$ cat src/hw/adc_acq_pkg.sv
`default_nettype none

package adc_acq_pkg;

	//////////////////////////////////////////////////
	// adc geometry

	localparam int W_SAMPLE    = 18;                  // bits per adc code
	localparam int N_CHAN      = 8;                   // channels per conversion
	localparam int W_CHAN      = 3;                   // channel index width
	localparam int N_LANE_CHAN = N_CHAN / 2;          // channels per serial lane
	localparam int W_BIT_CNT   = $clog2(W_SAMPLE);    // bit position within a word
	localparam int W_WORD_CNT  = $clog2(N_LANE_CHAN); // word position within a lane

	//////////////////////////////////////////////////
	// timing, clk_in cycles

	localparam int MIN_T_CYCLE = 85;                        // convst to convst minimum
	localparam int T_READ      = 2 * W_SAMPLE * N_LANE_CHAN + 4; // readout window after busy
	localparam int W_TIMER     = 8;                         // holds MIN_T_CYCLE and T_READ

	localparam logic [2:0] OS_MIN = 3'd1;  // lowest legal oversampling code
	localparam logic [2:0] OS_MAX = 3'd6;  // highest legal oversampling code

	//////////////////////////////////////////////////
	// buffer and flow control

	localparam int BUF_DEPTH   = 16;                 // power of two, pointers wrap
	localparam int W_PTR       = $clog2(BUF_DEPTH);
	localparam int W_BUF_CNT   = 5;                  // fill, free and credit counts
	localparam int CREDIT_INIT = 4;                  // credits granted at reset

	typedef struct packed {
		logic [W_CHAN-1:0]          chan;  // channel number
		logic signed [W_SAMPLE-1:0] code;  // two's complement adc code
	} sample_word_t;

endpackage

`default_nettype wire

$ cat src/hw/adc_conv_ctrl.sv
`timescale 1ns/1ps
`default_nettype none

module adc_conv_ctrl import adc_acq_pkg::*; (
	input  wire                 clk_in,
	input  wire                 reset_in,
	input  wire                 busy,        // adc conversion busy
	input  wire  [2:0]          os_value,    // requested oversampling code
	input  wire                 os_update,   // load os_value
	input  wire                 conv_start,  // enter continuous mode
	input  wire                 conv_stop,   // leave continuous mode
	input  wire  [W_BUF_CNT-1:0] free_count, // room left in word buffer
	output logic                convst,      // active low start pulse
	output logic [2:0]          os           // oversampling pins
);

	typedef enum logic [1:0] {
		ST_IDLE   = 2'd0,  // not converting
		ST_CONVST = 2'd1,  // convst low this cycle
		ST_CONV   = 2'd2   // conversion and readout in flight
	} state_t;

	state_t             state;
	logic               run;        // continuous mode requested
	logic               busy_q;     // busy one cycle late
	logic               busy_fall;
	logic               conv_done;  // busy fell since last convst
	logic [W_TIMER-1:0] cyc_cnt;    // cycles since last convst, saturates
	logic [W_TIMER-1:0] rd_wait;    // reader still clocking out data
	logic               start_ok;

	assign busy_fall = busy_q & ~busy;

	// every condition for the next convst pulse
	assign start_ok = run && conv_done && !busy && (rd_wait == '0)
		&& (cyc_cnt >= W_TIMER'(MIN_T_CYCLE - 1))
		&& (free_count >= W_BUF_CNT'(N_CHAN)); // room for a whole frame

	//////////////////////////////////////////////////
	// oversampling register

	always_ff @(posedge clk_in or posedge reset_in) begin
		if (reset_in) begin
			os <= OS_MIN;
		end else if (os_update) begin
			if (os_value < OS_MIN)
				os <= OS_MIN;               // clamp low
			else if (os_value > OS_MAX)
				os <= OS_MAX;               // clamp high
			else
				os <= os_value;
		end
	end

	//////////////////////////////////////////////////
	// run flag and fsm

	always_ff @(posedge clk_in or posedge reset_in) begin
		if (reset_in) begin
			run    <= 1'b0;
			state  <= ST_IDLE;
			convst <= 1'b1;
		end else begin
			if (conv_stop)
				run <= 1'b0;                // stop wins over start
			else if (conv_start)
				run <= 1'b1;
			convst <= 1'b1;                 // high unless starting
			case (state)
				ST_IDLE: begin
					if (start_ok) begin
						state  <= ST_CONVST;
						convst <= 1'b0;
					end
				end
				ST_CONVST: begin
					state <= ST_CONV;           // single cycle pulse
				end
				ST_CONV: begin
					if (!run) begin
						state <= ST_IDLE;
					end else if (start_ok) begin
						state  <= ST_CONVST;
						convst <= 1'b0;
					end
				end
				default: state <= ST_IDLE;
			endcase
		end
	end

	//////////////////////////////////////////////////
	// cycle and readout timers

	always_ff @(posedge clk_in or posedge reset_in) begin
		if (reset_in) begin
			busy_q    <= 1'b0;
			conv_done <= 1'b1;                       // first start needs no busy
			cyc_cnt   <= W_TIMER'(MIN_T_CYCLE - 1);  // first start not delayed
			rd_wait   <= '0;
		end else begin
			busy_q <= busy;
			if (!convst) begin
				cyc_cnt   <= W_TIMER'(1);            // pulse cycle counts as 0
				conv_done <= 1'b0;
			end else if (cyc_cnt != '1) begin
				cyc_cnt <= cyc_cnt + 1'b1;
			end
			if (busy_fall) begin
				conv_done <= 1'b1;
				rd_wait   <= W_TIMER'(T_READ);       // reader starts now
			end else if (rd_wait != '0) begin
				rd_wait <= rd_wait - 1'b1;
			end
		end
	end

endmodule

`default_nettype wire

$ cat src/hw/adc_serial_reader.sv
`timescale 1ns/1ps
`default_nettype none

module adc_serial_reader import adc_acq_pkg::*; (
	input  wire          clk_in,
	input  wire          reset_in,
	input  wire          busy,        // adc conversion busy
	input  wire          data_a,      // lane a, channels 0 to 3
	input  wire          data_b,      // lane b, channels 4 to 7
	output logic         n_cs,        // adc chip select, active low
	output logic         sclk,        // serial clock, half clk_in rate
	output logic         word_valid,  // word holds a new channel word
	output sample_word_t word
);

	logic                  busy_q;    // busy one cycle late
	logic                  active;    // frame readout in progress
	logic                  last_bit;  // final bit of frame sampled
	logic [W_BIT_CNT-1:0]  bit_cnt;   // bit within current word
	logic [W_WORD_CNT-1:0] word_cnt;  // word within current lane
	logic                  b_pend;    // lane b word goes out next cycle
	logic                  word_end;
	logic [W_SAMPLE-1:0]   shift_a;
	logic [W_SAMPLE-1:0]   shift_b;
	sample_word_t          word_b;    // lane b word held one cycle

	assign word_end = (bit_cnt == W_BIT_CNT'(W_SAMPLE - 1));

	//////////////////////////////////////////////////
	// chip select, sclk and counters

	always_ff @(posedge clk_in or posedge reset_in) begin
		if (reset_in) begin
			busy_q     <= 1'b0;
			active     <= 1'b0;
			last_bit   <= 1'b0;
			n_cs       <= 1'b1;
			sclk       <= 1'b0;
			bit_cnt    <= '0;
			word_cnt   <= '0;
			b_pend     <= 1'b0;
			word_valid <= 1'b0;
		end else begin
			busy_q     <= busy;
			word_valid <= b_pend;             // lane b follows lane a
			b_pend     <= 1'b0;
			if (!active) begin
				if (busy_q && !busy) begin      // conversion finished
					active <= 1'b1;
					n_cs   <= 1'b0;
				end
			end else if (!sclk) begin         // sclk rising, lanes sampled
				sclk <= 1'b1;
				if (word_end) begin
					bit_cnt    <= '0;
					word_cnt   <= word_cnt + 1'b1;  // wraps after lane's last word
					word_valid <= 1'b1;
					b_pend     <= 1'b1;
					last_bit   <= (word_cnt == W_WORD_CNT'(N_LANE_CHAN - 1));
				end else begin
					bit_cnt <= bit_cnt + 1'b1;
				end
			end else begin                    // sclk falling
				sclk <= 1'b0;
				if (last_bit) begin
					active   <= 1'b0;
					last_bit <= 1'b0;
					n_cs     <= 1'b1;             // frame done
				end
			end
		end
	end

	//////////////////////////////////////////////////
	// shift registers and word assembly

	always_ff @(posedge clk_in) begin
		if (active && !sclk) begin
			shift_a <= {shift_a[W_SAMPLE-2:0], data_a};  // msb first
			shift_b <= {shift_b[W_SAMPLE-2:0], data_b};
			if (word_end) begin
				word.chan   <= W_CHAN'(word_cnt);
				word.code   <= {shift_a[W_SAMPLE-2:0], data_a};
				word_b.chan <= W_CHAN'(word_cnt) + W_CHAN'(N_LANE_CHAN);
				word_b.code <= {shift_b[W_SAMPLE-2:0], data_b};
			end
		end
		if (b_pend)
			word <= word_b;                   // second word of the pair
	end

endmodule

`default_nettype wire

$ cat src/hw/adc_word_buffer.sv
`timescale 1ns/1ps
`default_nettype none

module adc_word_buffer import adc_acq_pkg::*; (
	input  wire                  clk_in,
	input  wire                  reset_in,
	input  wire                  word_valid,     // write strobe from reader
	input  wire  sample_word_t   word,           // channel word to store
	input  wire                  credit_return,  // consumer frees one credit
	output logic [W_BUF_CNT-1:0] free_count,     // empty slots
	output logic                 sample_valid,   // word out this cycle
	output sample_word_t         sample_word
);

	sample_word_t         mem [BUF_DEPTH];  // word storage
	logic [W_PTR-1:0]     wr_ptr;
	logic [W_PTR-1:0]     rd_ptr;
	logic [W_BUF_CNT-1:0] fill;             // words held
	logic [W_BUF_CNT-1:0] credits;          // words the consumer can take
	logic                 wr_en;
	logic                 rd_en;
	logic                 credit_up;

	// control never starts a frame without room, full guard keeps pointers sane
	assign wr_en     = word_valid && (fill != W_BUF_CNT'(BUF_DEPTH));
	assign rd_en     = (fill != '0) && (credits != '0);  // one pop per cycle
	assign credit_up = credit_return && (credits != '1); // saturate

	assign free_count   = W_BUF_CNT'(BUF_DEPTH) - fill;
	assign sample_valid = rd_en;
	assign sample_word  = mem[rd_ptr];      // head word, valid with rd_en

	//////////////////////////////////////////////////
	// storage

	always_ff @(posedge clk_in) begin
		if (wr_en)
			mem[wr_ptr] <= word;
	end

	//////////////////////////////////////////////////
	// pointers, fill and credits

	always_ff @(posedge clk_in or posedge reset_in) begin
		if (reset_in) begin
			wr_ptr  <= '0;
			rd_ptr  <= '0;
			fill    <= '0;
			credits <= W_BUF_CNT'(CREDIT_INIT);
		end else begin
			if (wr_en)
				wr_ptr <= wr_ptr + 1'b1;      // natural wrap
			if (rd_en)
				rd_ptr <= rd_ptr + 1'b1;
			case ({wr_en, rd_en})
				2'b10:   fill <= fill + 1'b1;
				2'b01:   fill <= fill - 1'b1;
				default: fill <= fill;        // both or neither
			endcase
			case ({credit_up, rd_en})
				2'b10:   credits <= credits + 1'b1;
				2'b01:   credits <= credits - 1'b1;  // word spent a credit
				default: credits <= credits;
			endcase
		end
	end

endmodule

`default_nettype wire

$ cat src/hw/adc_acq_top.sv
`timescale 1ns/1ps
`default_nettype none

module adc_acq_top import adc_acq_pkg::*; (
	input  wire          clk_in,
	input  wire          reset_in,
	// adc pins
	output logic         convst,         // active low
	output logic         n_cs,
	output logic         sclk,
	output logic [2:0]   os,
	output logic         adc_reset,
	input  wire          busy,
	input  wire          data_a,
	input  wire          data_b,
	// host controls
	input  wire  [2:0]   os_value,
	input  wire          os_update,
	input  wire          conv_start,
	input  wire          conv_stop,
	// consumer
	output logic         sample_valid,
	output sample_word_t sample_word,
	input  wire          credit_return
);

	logic [W_BUF_CNT-1:0] free_count;  // buffer room, gates convst
	logic                 word_valid;  // reader to buffer
	sample_word_t         word;

	assign adc_reset = reset_in;       // adc held in reset with the logic

	adc_conv_ctrl u_conv_ctrl (
		.clk_in     (clk_in),
		.reset_in   (reset_in),
		.busy       (busy),
		.os_value   (os_value),
		.os_update  (os_update),
		.conv_start (conv_start),
		.conv_stop  (conv_stop),
		.free_count (free_count),
		.convst     (convst),
		.os         (os)
	);

	adc_serial_reader u_serial_reader (
		.clk_in     (clk_in),
		.reset_in   (reset_in),
		.busy       (busy),
		.data_a     (data_a),
		.data_b     (data_b),
		.n_cs       (n_cs),
		.sclk       (sclk),
		.word_valid (word_valid),
		.word       (word)
	);

	adc_word_buffer u_word_buffer (
		.clk_in        (clk_in),
		.reset_in      (reset_in),
		.word_valid    (word_valid),
		.word          (word),
		.credit_return (credit_return),
		.free_count    (free_count),
		.sample_valid  (sample_valid),
		.sample_word   (sample_word)
	);

endmodule

`default_nettype wire

$ cat config.mk
export PLATFORM = sky130hd
export DESIGN_NAME = adc_acq_top
export DESIGN_NICKNAME = d
export VERILOG_FILES = /design/src/hw/adc_acq_pkg.sv /design/src/hw/adc_conv_ctrl.sv /design/src/hw/adc_serial_reader.sv /design/src/hw/adc_word_buffer.sv /design/src/hw/adc_acq_top.sv
export SDC_FILE = /design/constraint.sdc
export NUM_CORES = 1
export LEC_CHECK = 0
export CAP_MARGIN = 0
export CORE_UTILIZATION = 50
export CTS_CLUSTER_SIZE = 24
export DETAILED_ROUTE_END_ITERATION = 6
export DONT_BUFFER_PORTS = 1
export GPL_TIMING_DRIVEN = 0
export HOLD_SLACK_MARGIN = 0.05
export PLACE_DENSITY_LB_ADDON = 0.08
export REMOVE_ABC_BUFFERS = 1
export SYNTH_ARGS = -nofsm -noshare
export SYNTH_HDL_FRONTEND = slang
export SYNTH_HIERARCHICAL = 1
export SYNTH_SLANG_ARGS = --single-unit
$ cat constraint.sdc
create_clock -name clk_in -period 8.1 [get_ports clk_in]
set_input_delay 0 -clock clk_in [delete_from_list [all_inputs] [get_ports clk_in]]
set_output_delay 0 -clock clk_in [all_outputs]
set_load 0.01 [all_outputs]
Word level (Yosys, flattened, before mapping). Memories as Yosys holds them, arrays and structs flattened. Cells that the tools add are included.

Word-level logic and storage cells: 133. Output and inout port bits: 29. Bits in writable memories: 336. Input bits: 12. Register bits: 132. Memories: 1.

Mux-type cells: 41. Bitwise gates (word level): 3. Reductions and logical operators: 31. Equal/unequal tests: 15. Order comparisons: 4. Add/sub/neg operators: 12.

Memory list: u_word_buffer.mem (words 16, width 21, read ports 1, clocked after memory_dff 0, wr ports 1, line adc_word_buffer.sv:15) `sample_word_t mem [BUF_DEPTH];`.

Operator list (number): 2-to-1 mux 21 bit (3); 2-to-1 mux 8 bit (4); 2-to-1 mux 1 bit (25); case mux 5 bit (2 select lines) (2); nonzero test 2 bit (8); adder 5 x 1 -> 5 bit, second input constant (3); logical AND 1 bit (10); != test 5 bit, second input constant (2); nonzero test 5 bit (2); subtractor 5 x 1 -> 5 bit, second input constant (2); adder 4 x 1 -> 4 bit, second input constant (2); adder 8 x 1 -> 8 bit, second input constant (1); == test 2 bit, second input constant (4); greater-or-equal comparator 8 x 7 -> 1 bit, second input constant (1); logical NOT 8 bit (1); != test 8 bit, second input constant (1); AND reduction 2 bit (4); nonzero test 8 bit (1); subtractor 8 x 1 -> 8 bit, second input constant (1); == test 2 x 1 -> 1 bit, second input constant (3); 2-to-1 mux 3 bit (2); != test 2 bit, second input constant (3); case mux 2 bit (3 select lines) (1); AND reduction 3 bit (2); 15 further kinds (18).

Longest topological paths before layout. Gate-level depths: netlist (run 1).

Depth in word-level cells: 8. Mapped depth: 16. Gate-level depth less buffers: 13.

Cells and area by module. Netlist (run 1), hierarchy kept.

Modules (own cells, without submodules): adc_word_buffer (instances 1, sequential area each 10541.4 µm², area an instance 13838.3 µm², cells each 650); adc_serial_reader (instances 1, sequential area each 2603.7 µm², area an instance 3115.5 µm², cells each 150); adc_conv_ctrl (instances 1, sequential area each 633.1 µm², area an instance 1271.2 µm², cells each 122); adc_acq_top (instances 1, sequential area each 0.0 µm², area an instance 7.5 µm², cells each 1).

Worst setup path after synthesis (run 1). OpenSTA, ideal clock, no wires.

Path type: flip-flop to flip-flop. Start point: register u_word_buffer.fill[1]. End point: register u_word_buffer.fill[4]. Cell stages (with the launch flop): 15. Arrival time: 2963 ps. Library setup time: 123 ps. Clock period less this slack: 3086 ps. Setup slack: 5014 ps. Buffers on the path: 2. Path through: dfrtp_1 > clkbuf_1 > inv_1 > ha_1 > nor3b_1 > ha_1 > a21oi_1 > ha_1 > clkbuf_1 > xor2_1 > ha_1 > and3b_1 > o21ai_0 > a31oi_1 > xnor2_1.

Cells in the longest elaborated chain, start to end: 4.

Ends and longest elaborated chain: start, declared (line adc_word_buffer.sv:18) `logic [W_BUF_CNT-1:0] fill;`; start signal, assigned (line adc_word_buffer.sv:56) `2'b10: fill <= fill + 1'b1;`; start signal, assigned (line adc_word_buffer.sv:57) `2'b01: fill <= fill - 1'b1;`; start signal, assigned (line adc_word_buffer.sv:58) `default: fill <= fill;`; nonzero test 5 bit * (line adc_word_buffer.sv:26) `assign rd_en = (fill != '0) && (credits != '0);`; logical AND 1 bit * (line adc_word_buffer.sv:26); net sample_valid (line adc_acq_top.sv:22) `output logic sample_valid,`; == test 2 x 1 -> 1 bit / == test 2 bit (equally long branches) (line adc_word_buffer.sv:55) `case ({wr_en, rd_en})`; case mux 5 bit (2 select lines) / nonzero test 2 bit (equally long branches).

Mark *: on every way through the listed nets, which the timed path passes. The rest lies on a longest branch. A chain may end at the register's enable or synchronous reset.

Worst setup path in the final report (run 1).
Start point: register u_word_buffer.fill[1]. End point: register u_word_buffer.credits[4].

Cells in the longest elaborated chain, start to end: 4.

Ends and longest elaborated chain: nonzero test 5 bit * (line adc_word_buffer.sv:26); logical AND 1 bit * (line adc_word_buffer.sv:26); net sample_valid (line adc_acq_top.sv:22); == test 2 x 1 -> 1 bit / == test 2 bit (equally long branches) (line adc_word_buffer.sv:60) `case ({credit_up, rd_en})`; case mux 5 bit (2 select lines) / nonzero test 2 bit (equally long branches); end signal, assigned (line adc_word_buffer.sv:61) `2'b10: credits <= credits + 1'b1;`; end signal, assigned (line adc_word_buffer.sv:62) `2'b01: credits <= credits - 1'b1;`; end signal, assigned (line adc_word_buffer.sv:63) `default: credits <= credits;`; end, declared (line adc_word_buffer.sv:19) `logic [W_BUF_CNT-1:0] credits;`.

Marked as above.

==> qor.csv, run 1 <==
metric,value,unit
setup_viol,0,
maxSlewViolCount,0,
vias_per_cell,5.914,
final-hold-violation-count,0,
ff2ff_path_depth,11,
finalNetCount,978,
area_delta_synth_final,11.75,%
timing.final.ws_setup,4547,ps
grt_pass1_wl,53660,µm
wl,35710,µm
numPortBuffers,0,
place_congestion,0.7284,
min_path_type,input port to async pin,
ir_drop,0.2301,mV
worst_slew_pin_slew,1320,ps
cpPeakStageDelay,770,ps
io_pins,41,
cp_max_fo,9,
place_area,18690,µm²
clock_latency,560,ps
drc,4,
clock_skew,14.09,ps
cp-end-kind,flop,
crit-reg2reg-launch,u_word_buffer/fill[1],
p_leak,6.814,nW
max_freq,0.2814,GHz
period_needed,3553,ps
crit_buf_inv,1,
crit_cells,11,
post_cts_buffers,0,
post-place-ws,4549,ps
die_h,192.9,µm
h-tree-depth,2,
syn_area,18220,µm²
yosysWarnings,6,
crit_type,flop to flop,
antenna_cells,0,
grt_usage,0.2005,
crit_path_end,u_word_buffer/credits[4],
synth_area_per_cell,19.78,µm²
fin_cells,1441,
crit_top_cell,ha_1,
grt_max_degree,49,
cts_buffer_depth,3,
status,"finished, violations left",
crit_family,adder cells,
antenna_found_initial,0,
cts_inserted_buffers,48,
max_slew_margin,0.1198,
slowest_stage,a21oi_1,
antenna_left,0,
cp-start-kind,flop,
dp_cells,1345,
rows,69,
clk_pin_slew,60,ps
powerDensity,323.8,nW/µm²
rsz0062_at_grt,no,
clock_sinks,468,
cts_tree,done,
violations,design-rule violations,
r2r_end,u_word_buffer/credits[4],
rrSetupSlack,4550,ps
core_area,35740,µm²
crit_chain,inv_1 -> ha_1 -> nor3b_1 -> ha_1 -> a21oi_1 -> ha_1 -> xor2_1 -> ha_1 -> nand3b_1 -> a41oi_1 -> xor2_1,
fin_crit_sh,0.4387,
die_w,192.9,µm
total_power,6.592,mW
drtIter0Drc,512,
syn_inst,921,
dieArea,37200,µm²
required,8560,ps
start_util,0.5097,
whs,61.66,ps
fin_tns_setup,0,ps
fin_util,0.5695,
critical_path.startpoint,u_word_buffer/fill[1],
num-fill-cells,2640,
vias,8522,
fin_area,20360,µm²
arrival,4010,ps
dp_hpwl,19100,µm
drt-pass1-iter-count,7,
grt_overflow,0,
maxCapViolCount,0,
drive_gt1_frac,0.2224,
grt_pass1_vias,8979,
wl_per_cell,24.78,µm
clockRootBuffer,clkbuf_16,
## power by group
group          total [mW]  switching, mW  internal [mW]
registers            3.08          0.264           2.82
logic                1.34          0.686          0.654
clock network        2.17          0.852           1.31
## repair_timing
| action | CTS | global route |
|---|---|---|
| resized for setup | 0 | 0 |
| hold buffers | 11 | 0 |
| hold endpoints to repair | 86 | 0 |
## metal layers
| metal | GRT usage | vias up | share of wire |
|---|---|---|---|
| met5 | 0 | - | 0 |
| met3 | 0.03055 | 46 | 0.046 |
| li1 | - | 3752 | - |
| met1 | 0.2576 | 4511 | 0.41 |
| met4 | 0.05391 | 0 | 0.018 |
| met2 | 0.3543 | 213 | 0.52 |
## worst register-to-register path, stage by stage, from the launching register on
cell      delay, ps
dfrtp_1         480
inv_1            80
ha_1            170
nor3b_1         150
ha_1            220
a21oi_1         770
ha_1            500
xor2_1          130
ha_1            250
nand3b_1        190
a41oi_1         300
xor2_1          220
## registers in the layout, indices dropped and copies added (netlist names), 2 cells and up
register,count
u_serial_reader/shift_b,17
u_conv_ctrl/state,2
u_word_buffer/mem,336
u_serial_reader/word_b,20
u_conv_ctrl/cyc_cnt,8
u_word_buffer/fill,5
u_serial_reader/bit_cnt,5
u_serial_reader/word_cnt,2
u_word_buffer/credits,5
u_word_buffer/rd_ptr,4
u_serial_reader/shift_a,17
u_conv_ctrl/rd_wait,8
u_serial_reader/word,21
u_word_buffer/wr_ptr,4
u_conv_ctrl/os,3
## layout make-up
cell class	instances	area, µm²	share of cell area
sequential	468	13790	0.6772
tap	461	576.8	0.02834
clock inverter	15	236.5	0.01162
clock buffer	70	1315	0.06460
timing repair buffer	13	165.2	0.008114
multi-input combinational	393	4197	0.2062
inverter	21	80.08	0.003934
## worst min-delay path by stage
stage / to / slack, ps / cells past startpoint
after floorplan: u_serial_reader/active / -110 / 1
after global placement: u_serial_reader/word_valid / -60 / 1
after detailed placement: u_serial_reader/busy_q / -40 / 1
after CTS: u_serial_reader/bit_cnt[0] / 60 / 2
after global routing: u_serial_reader/bit_cnt[0] / 90 / 2
final: u_serial_reader/bit_cnt[0] / 60 / 2
## cell usage in the layout (no fill, tap or decap), drive strengths merged, types with 2 or more instances in the layout
cell type / n
nand3: 9
mux2: 26
nor2: 20
dfrtp: 49
or3b: 3
clkbuf: 70
or3: 4
nor3b: 6
ha: 21
nor2b: 6
nand4: 5
nand3b: 6
nand2b: 5
o211ai: 2
nor4: 2
and2: 19
clkinv: 5
clkinvlp: 3
dlygate4sd3: 11
a21oi: 8
a31oi: 7
bufinv: 6
buf: 2
o31ai: 3
xnor2: 13
and3: 3
mux4: 84
xor2: 13
a21o: 4
a211oi: 2
nand2: 38
inv: 22
nor3: 10
a22oi: 43
mux2i: 2
dfstp: 8
edfxtp: 411
o21ai: 15
a41oi: 2
Note: power is estimated with default switching activity, not from simulation.
==> run 2, diff against run 1 <==
==> constraint.sdc (replaced) <==
create_clock -name clk_in -period 3 [get_ports clk_in]
set_input_delay 0 -clock clk_in [delete_from_list [all_inputs] [get_ports clk_in]]
set_output_delay 0 -clock clk_in [all_outputs]
set_load 0.01 [all_outputs]
==> run 2 against run 1 <==
The run still ends with design-rule violations left. Via count fell by 0.23%. Final area rose by 0.28%. Global-route usage rose by 0.15 points. Die area did not move. Flip-flop and latch count did not move. Sequential share of layout area fell by 0.18 points. Worst setup slack got worse by 4500 ps. Power rose to 2.7 times the previous value. Fmax rose by 21%. Sequential power rose to 2.7 times the previous value. Clock power rose to 2.7 times the previous value. Critical path depth did not move. Critical path type unchanged.
==> qor.csv, run 2 (same netlist as run 1, synthesis figures left out) <==
metric,value,unit
status,"finished, violations left",
violations,design-rule violations,
drive_gt1_frac,0.2281,
period_needed,2940,ps
clock_skew,15.00,ps
regMostFlops,u_word_buffer/mem,
grt_pass1_vias,9035,
dieArea,37200,µm²
setup_viol,0,
grt_pass1_wl,54030,µm
die_h,192.9,µm
cp-start-kind,flop,
antenna_found_initial,0,
wl_per_cell,24.96,µm
power_frac_comb,0.211,
whs,64.22,ps
timing.final.ws_setup,60.42,ps
final-hold-violation-count,0,
fin_crit_sh,0.9799,
max_slew_margin,0.1327,
cts_tree,done,
clkPwrFrac,0.327,
final_cell_mix,"edfxtp_1 (411), mux4_2 (84), clkbuf_16 (49)",
place_congestion,0.7284,
clk_pin_slew,60,ps
worst_slew_pin_slew,1301,ps
clockRootBuffer,clkbuf_16,
maxCapViolCount,0,
max_freq,0.3402,GHz
h-tree-depth,2,
dp_hpwl,19100,µm
fin_area,20410,µm²
wl,36010,µm
p_seq_frac,0.462,
cts_inserted_buffers,48,
p_leak,6.827,nW
place_area,18690,µm²
drtIter0Drc,569,
antenna_left,0,
intPower,12.97,mW
drc,4,
grt_max_degree,49,
p_sw_frac,0.2741,
finalNetCount,980,
grt_usage,0.2019,
fin_util,0.5711,
vias,8502,
rsz0062_at_grt,yes,
start_util,0.5097,
largest_reg_flops,336,
power_switching,4.897,mW
rows,69,
reg_top3,"u_word_buffer/mem: 336 flops, u_serial_reader/word: 21 flops, u_serial_reader/word_b: 20 flops",
cp-end-kind,flop,
numPortBuffers,0,
post-place-ws,-551.5,ps
crit_type,flop to flop,
area_delta_synth_final,12.05,%
grt_overflow,0,
cts_buffer_depth,3,
arrival,3390,ps
drt-pass1-iter-count,7,
min_path_type,input port to async pin,
antenna_cells,0,
powerDensity,875.2,nW/µm²
clock_sinks,468,
io_pins,41,
clock_latency,560,ps
vias_per_cell,5.892,
die_w,192.9,µm
required,3450,ps
layout_commonest_cell,edfxtp_1,
ir_drop,0.6206,mV
cp_max_fo,9,
maxSlewViolCount,0,
core_area,35740,µm²
run 2: cell count changes in the layout (fill, tap and decap cells not counted), sizes merged:
cell   before  now
a21oi       8    9
buf         2    3
run 2: final cells by class:
class,count,area (µm²)
repair buffers,14,185.2
clock buffers,70,1315
fillers,2637,15330
flip-flops and latches,468,13790
multi-input cells,394,4232
well taps,461,576.8
inverters,21,80.08
clock inverters,15,236.5
run 2: metal layers:
layer | global-route usage | wire length [µm]
met1 | 0.2597 | 14930
met2 | 0.3554 | 18790
met3 | 0.03073 | 1579
met4 | 0.05694 | 711
met5 | 0 | 0
run 2: critical path, cell delays in order, from the launching register on:
cell	delay, ps
dfrtp_2	460
inv_1	70
ha_1	120
nor3b_1	270
ha_1	340
a21oi_4	100
ha_2	310
xor2_1	170
ha_1	250
nand3b_1	200
a41oi_1	330
xor2_1	230
run 2: what timing repair did:
action | CTS | global route
resized for setup | 13 | 1
endpoints found under the hold margin | 86 | 0
setup endpoints to repair | 274 | 172
hold buffers | 11 | 0
buffers inserted | 1 | 0
cloned | 0 | 1
run 2: path summary, 6_finish.rpt:
kind,startpoint,endpoint,slack (ps),cells past startpoint
worst max register to register,u_word_buffer/fill[1],u_word_buffer/credits[4],60,11
worst min-delay path,reset_in,u_serial_reader/bit_cnt[0],60,2
worst min register to register,u_serial_reader/shift_b[16],u_serial_reader/word_b[17],420,0
min in group clk_in,conv_start,u_conv_ctrl/run,100,3
worst max-delay path,u_word_buffer/fill[1],u_word_buffer/credits[4],60,11
max in group asynchronous,reset_in,u_conv_ctrl/rd_wait[2],2220,2
run 2: stage by stage:
stage,instances,power (mW),setup TNS (ps)
floorplan,882,11.13,-31370
global placement,1343,11.77,-225040
detailed placement,1345,12.13,-69260
CTS,1442,18.08,0
global route,1443,18.65,-9538
finish,1443,17.86,0
run 2: power by group through the flow:
stage                     Clock (mW)  Sequential [mW]  Combinational [mW]
after CTS                       5.98             8.26                3.84
after global placement             0             8.57                3.19
final                           5.84             8.26                3.76
after global routing            6.22             8.33                4.10
after detailed placement           0             8.46                3.67
after floorplan                    0             8.40                2.73
==> run 3, diff against run 2 <==
--- a/config.mk
+++ b/config.mk
@@ -12,7 +12,7 @@
 export DONT_BUFFER_PORTS = 1
 export GPL_TIMING_DRIVEN = 0
 export HOLD_SLACK_MARGIN = 0.05
-export PLACE_DENSITY_LB_ADDON = 0.08
+export PLACE_DENSITY = 0.69
 export REMOVE_ABC_BUFFERS = 1
 export SYNTH_ARGS = -nofsm -noshare
 export SYNTH_HDL_FRONTEND = slang
==> run 3 against run 2 <==
The flow still finishes with violations (design-rule violations). Worst hold slack improved by 5.7 ps. Register-to-register slack improved by 70 ps. Clock-buffer cell count fell by 13. Final area rose by 0.89%. Via count rose by 1.0%. Non-clock buffer count rose by 5. Power rose by 1.7%. Worst setup slack improved by 69 ps. Final cell count rose by 0.42%. First-iteration DRC count rose by 24%. Global-route usage fell by 1.4 points. Critical path type unchanged. Critical endpoint is now u_word_buffer/mem[9][10]. Highest routed layer unchanged.
==> qor.csv, run 3 (same netlist as run 1, synthesis figures left out) <==
metric,value,unit
setup_viol,0,
clockRootBuffer,clkbuf_16,
dieArea,37200,µm²
worst_slew_pin_slew,1323,ps
multi_input_area,4238,µm²
regMostFlops,u_word_buffer/mem,
clock_latency,550,ps
fin_cells,1449,
cts_tree,done,
period_needed,2871,ps
largest_reg_flops,336,
post-place-ws,-552.7,ps
area_delta_synth_final,13.05,%
maxCapViolCount,0,
die_h,192.9,µm
numPortBuffers,0,
min_path_type,input port to async pin,
total_power,18.16,mW
vias,8588,
drive_gt1_frac,0.2358,
h-tree-depth,2,
reg_top3,"u_word_buffer/mem: 336 flops, u_serial_reader/word: 21 flops, u_serial_reader/word_b: 20 flops",
drc,3,
rows,69,
cp-start-kind,flop,
cts_inserted_buffers,46,
violations,design-rule violations,
layout_commonest_cell,edfxtp_1,
core_area,35740,µm²
status,"finished, violations left",
vias_per_cell,5.927,
die_w,192.9,µm
max_slew_margin,0.1181,
required,3180,ps
fin_util,0.5762,
clock_sinks,468,
grt_usage,0.1884,
rsz0062_at_grt,no,
whs,69.91,ps
powerDensity,882.1,nW/µm²
ir_drop,0.6455,mV
clock_skew,17.96,ps
place_congestion,0.7436,
wl_per_cell,23.62,µm
io_pins,41,
p_leak,6.924,nW
cp_max_fo,21,
dp_cells,1351,
grt_overflow,0,
arrival,3050,ps
fin_area,20590,µm²
grt_pass1_wl,51390,µm
seqCellArea,13790,µm²
finalNetCount,984,
post_cts_buffers,0,
cts_buffer_depth,3,
final-hold-violation-count,0,
antenna_cells,0,
fin_crit_sh,0.9569,
wl,34220,µm
final_cell_mix,"edfxtp_1 (411), mux4_2 (84), clkbuf_16 (47)",
clk_pin_slew,60,ps
grt_max_degree,56,
timing.final.ws_setup,129.2,ps
antenna_left,0,
fin_tns_setup,0,ps
maxSlewViolCount,0,
antenna_found_initial,0,
dp_hpwl,18270,µm
grt_pass1_vias,8691,
place_area,18800,µm²
start_util,0.5097,
drt-pass1-iter-count,7,
num-fill-cells,2623,
max_freq,0.3483,GHz
cp-end-kind,flop,
crit_type,flop to flop,
drtIter0Drc,707,
==> run 3: changes by cell type in the layout (fill, tap and decap cells not counted), sizes merged <==
cell	previous run	this run
buf	3	8
clkbuf	70	57
and2	19	20
clkinv	5	19
bufinv	6	10
inv	22	20
clkinvlp	3	0
==> run 3: final cells by class <==
class,count,area share
well taps,461,0.02801
clock buffers,57,0.05893
flip-flops and latches,468,0.6695
multi-input cells,395,0.2058
inverters,21,0.003888
repair buffers,19,0.01446
clock inverters,28,0.01944
==> run 3: worst paths after layout <==
kind,slack (ps),endpoint,start,cells after the start
max,130,u_word_buffer/mem[9][10],u_word_buffer/fill[0],8
min,70,u_serial_reader/word_valid,reset_in,2
max reg2reg,130,u_word_buffer/mem[9][10],u_word_buffer/fill[0],8
min reg2reg,420,u_serial_reader/word_b[17],u_serial_reader/shift_b[16],0
max in group asynchronous,2180,u_conv_ctrl/rd_wait[6],reset_in,2
min in group clk_in,100,u_serial_reader/shift_b[0],data_b,1
==> run 3: what timing repair did <==
action / 4_1_cts / 5_1_grt
cloned: 0 / 2
endpoints found under the hold margin: 87 / 0
gates resized for setup: 17 / 10
hold buffers: 11 / 0
pin swaps: 0 / 1
setup endpoints to repair: 305 / 88
==> run 3: worst max-delay path: stages (launching register included) <==
cell,delay [ps]
dfrtp_1,440
inv_1,70
ha_1,190
nor3b_2,160
ha_1,230
nor2b_4,210
inv_1,140
nor3b_2,490
and2_4,550
==> run 3: power by group <==
part / switching (mW) / internal [mW] / leakage, nW
logic: 1.96 / 1.90 / 1.68
registers: 0.604 / 7.61 / 4.46
clock network: 2.35 / 3.74 / 0.785
==> run 3: per-layer routing <==
layer	vias to the layer above	GRT usage	wire [µm]
met2	254	0.3031	16830
met3	55	0.03073	2029
met4	0	0.05088	562
li1	3777	-	-
met5	-	0	0
met1	4502	0.2679	14800
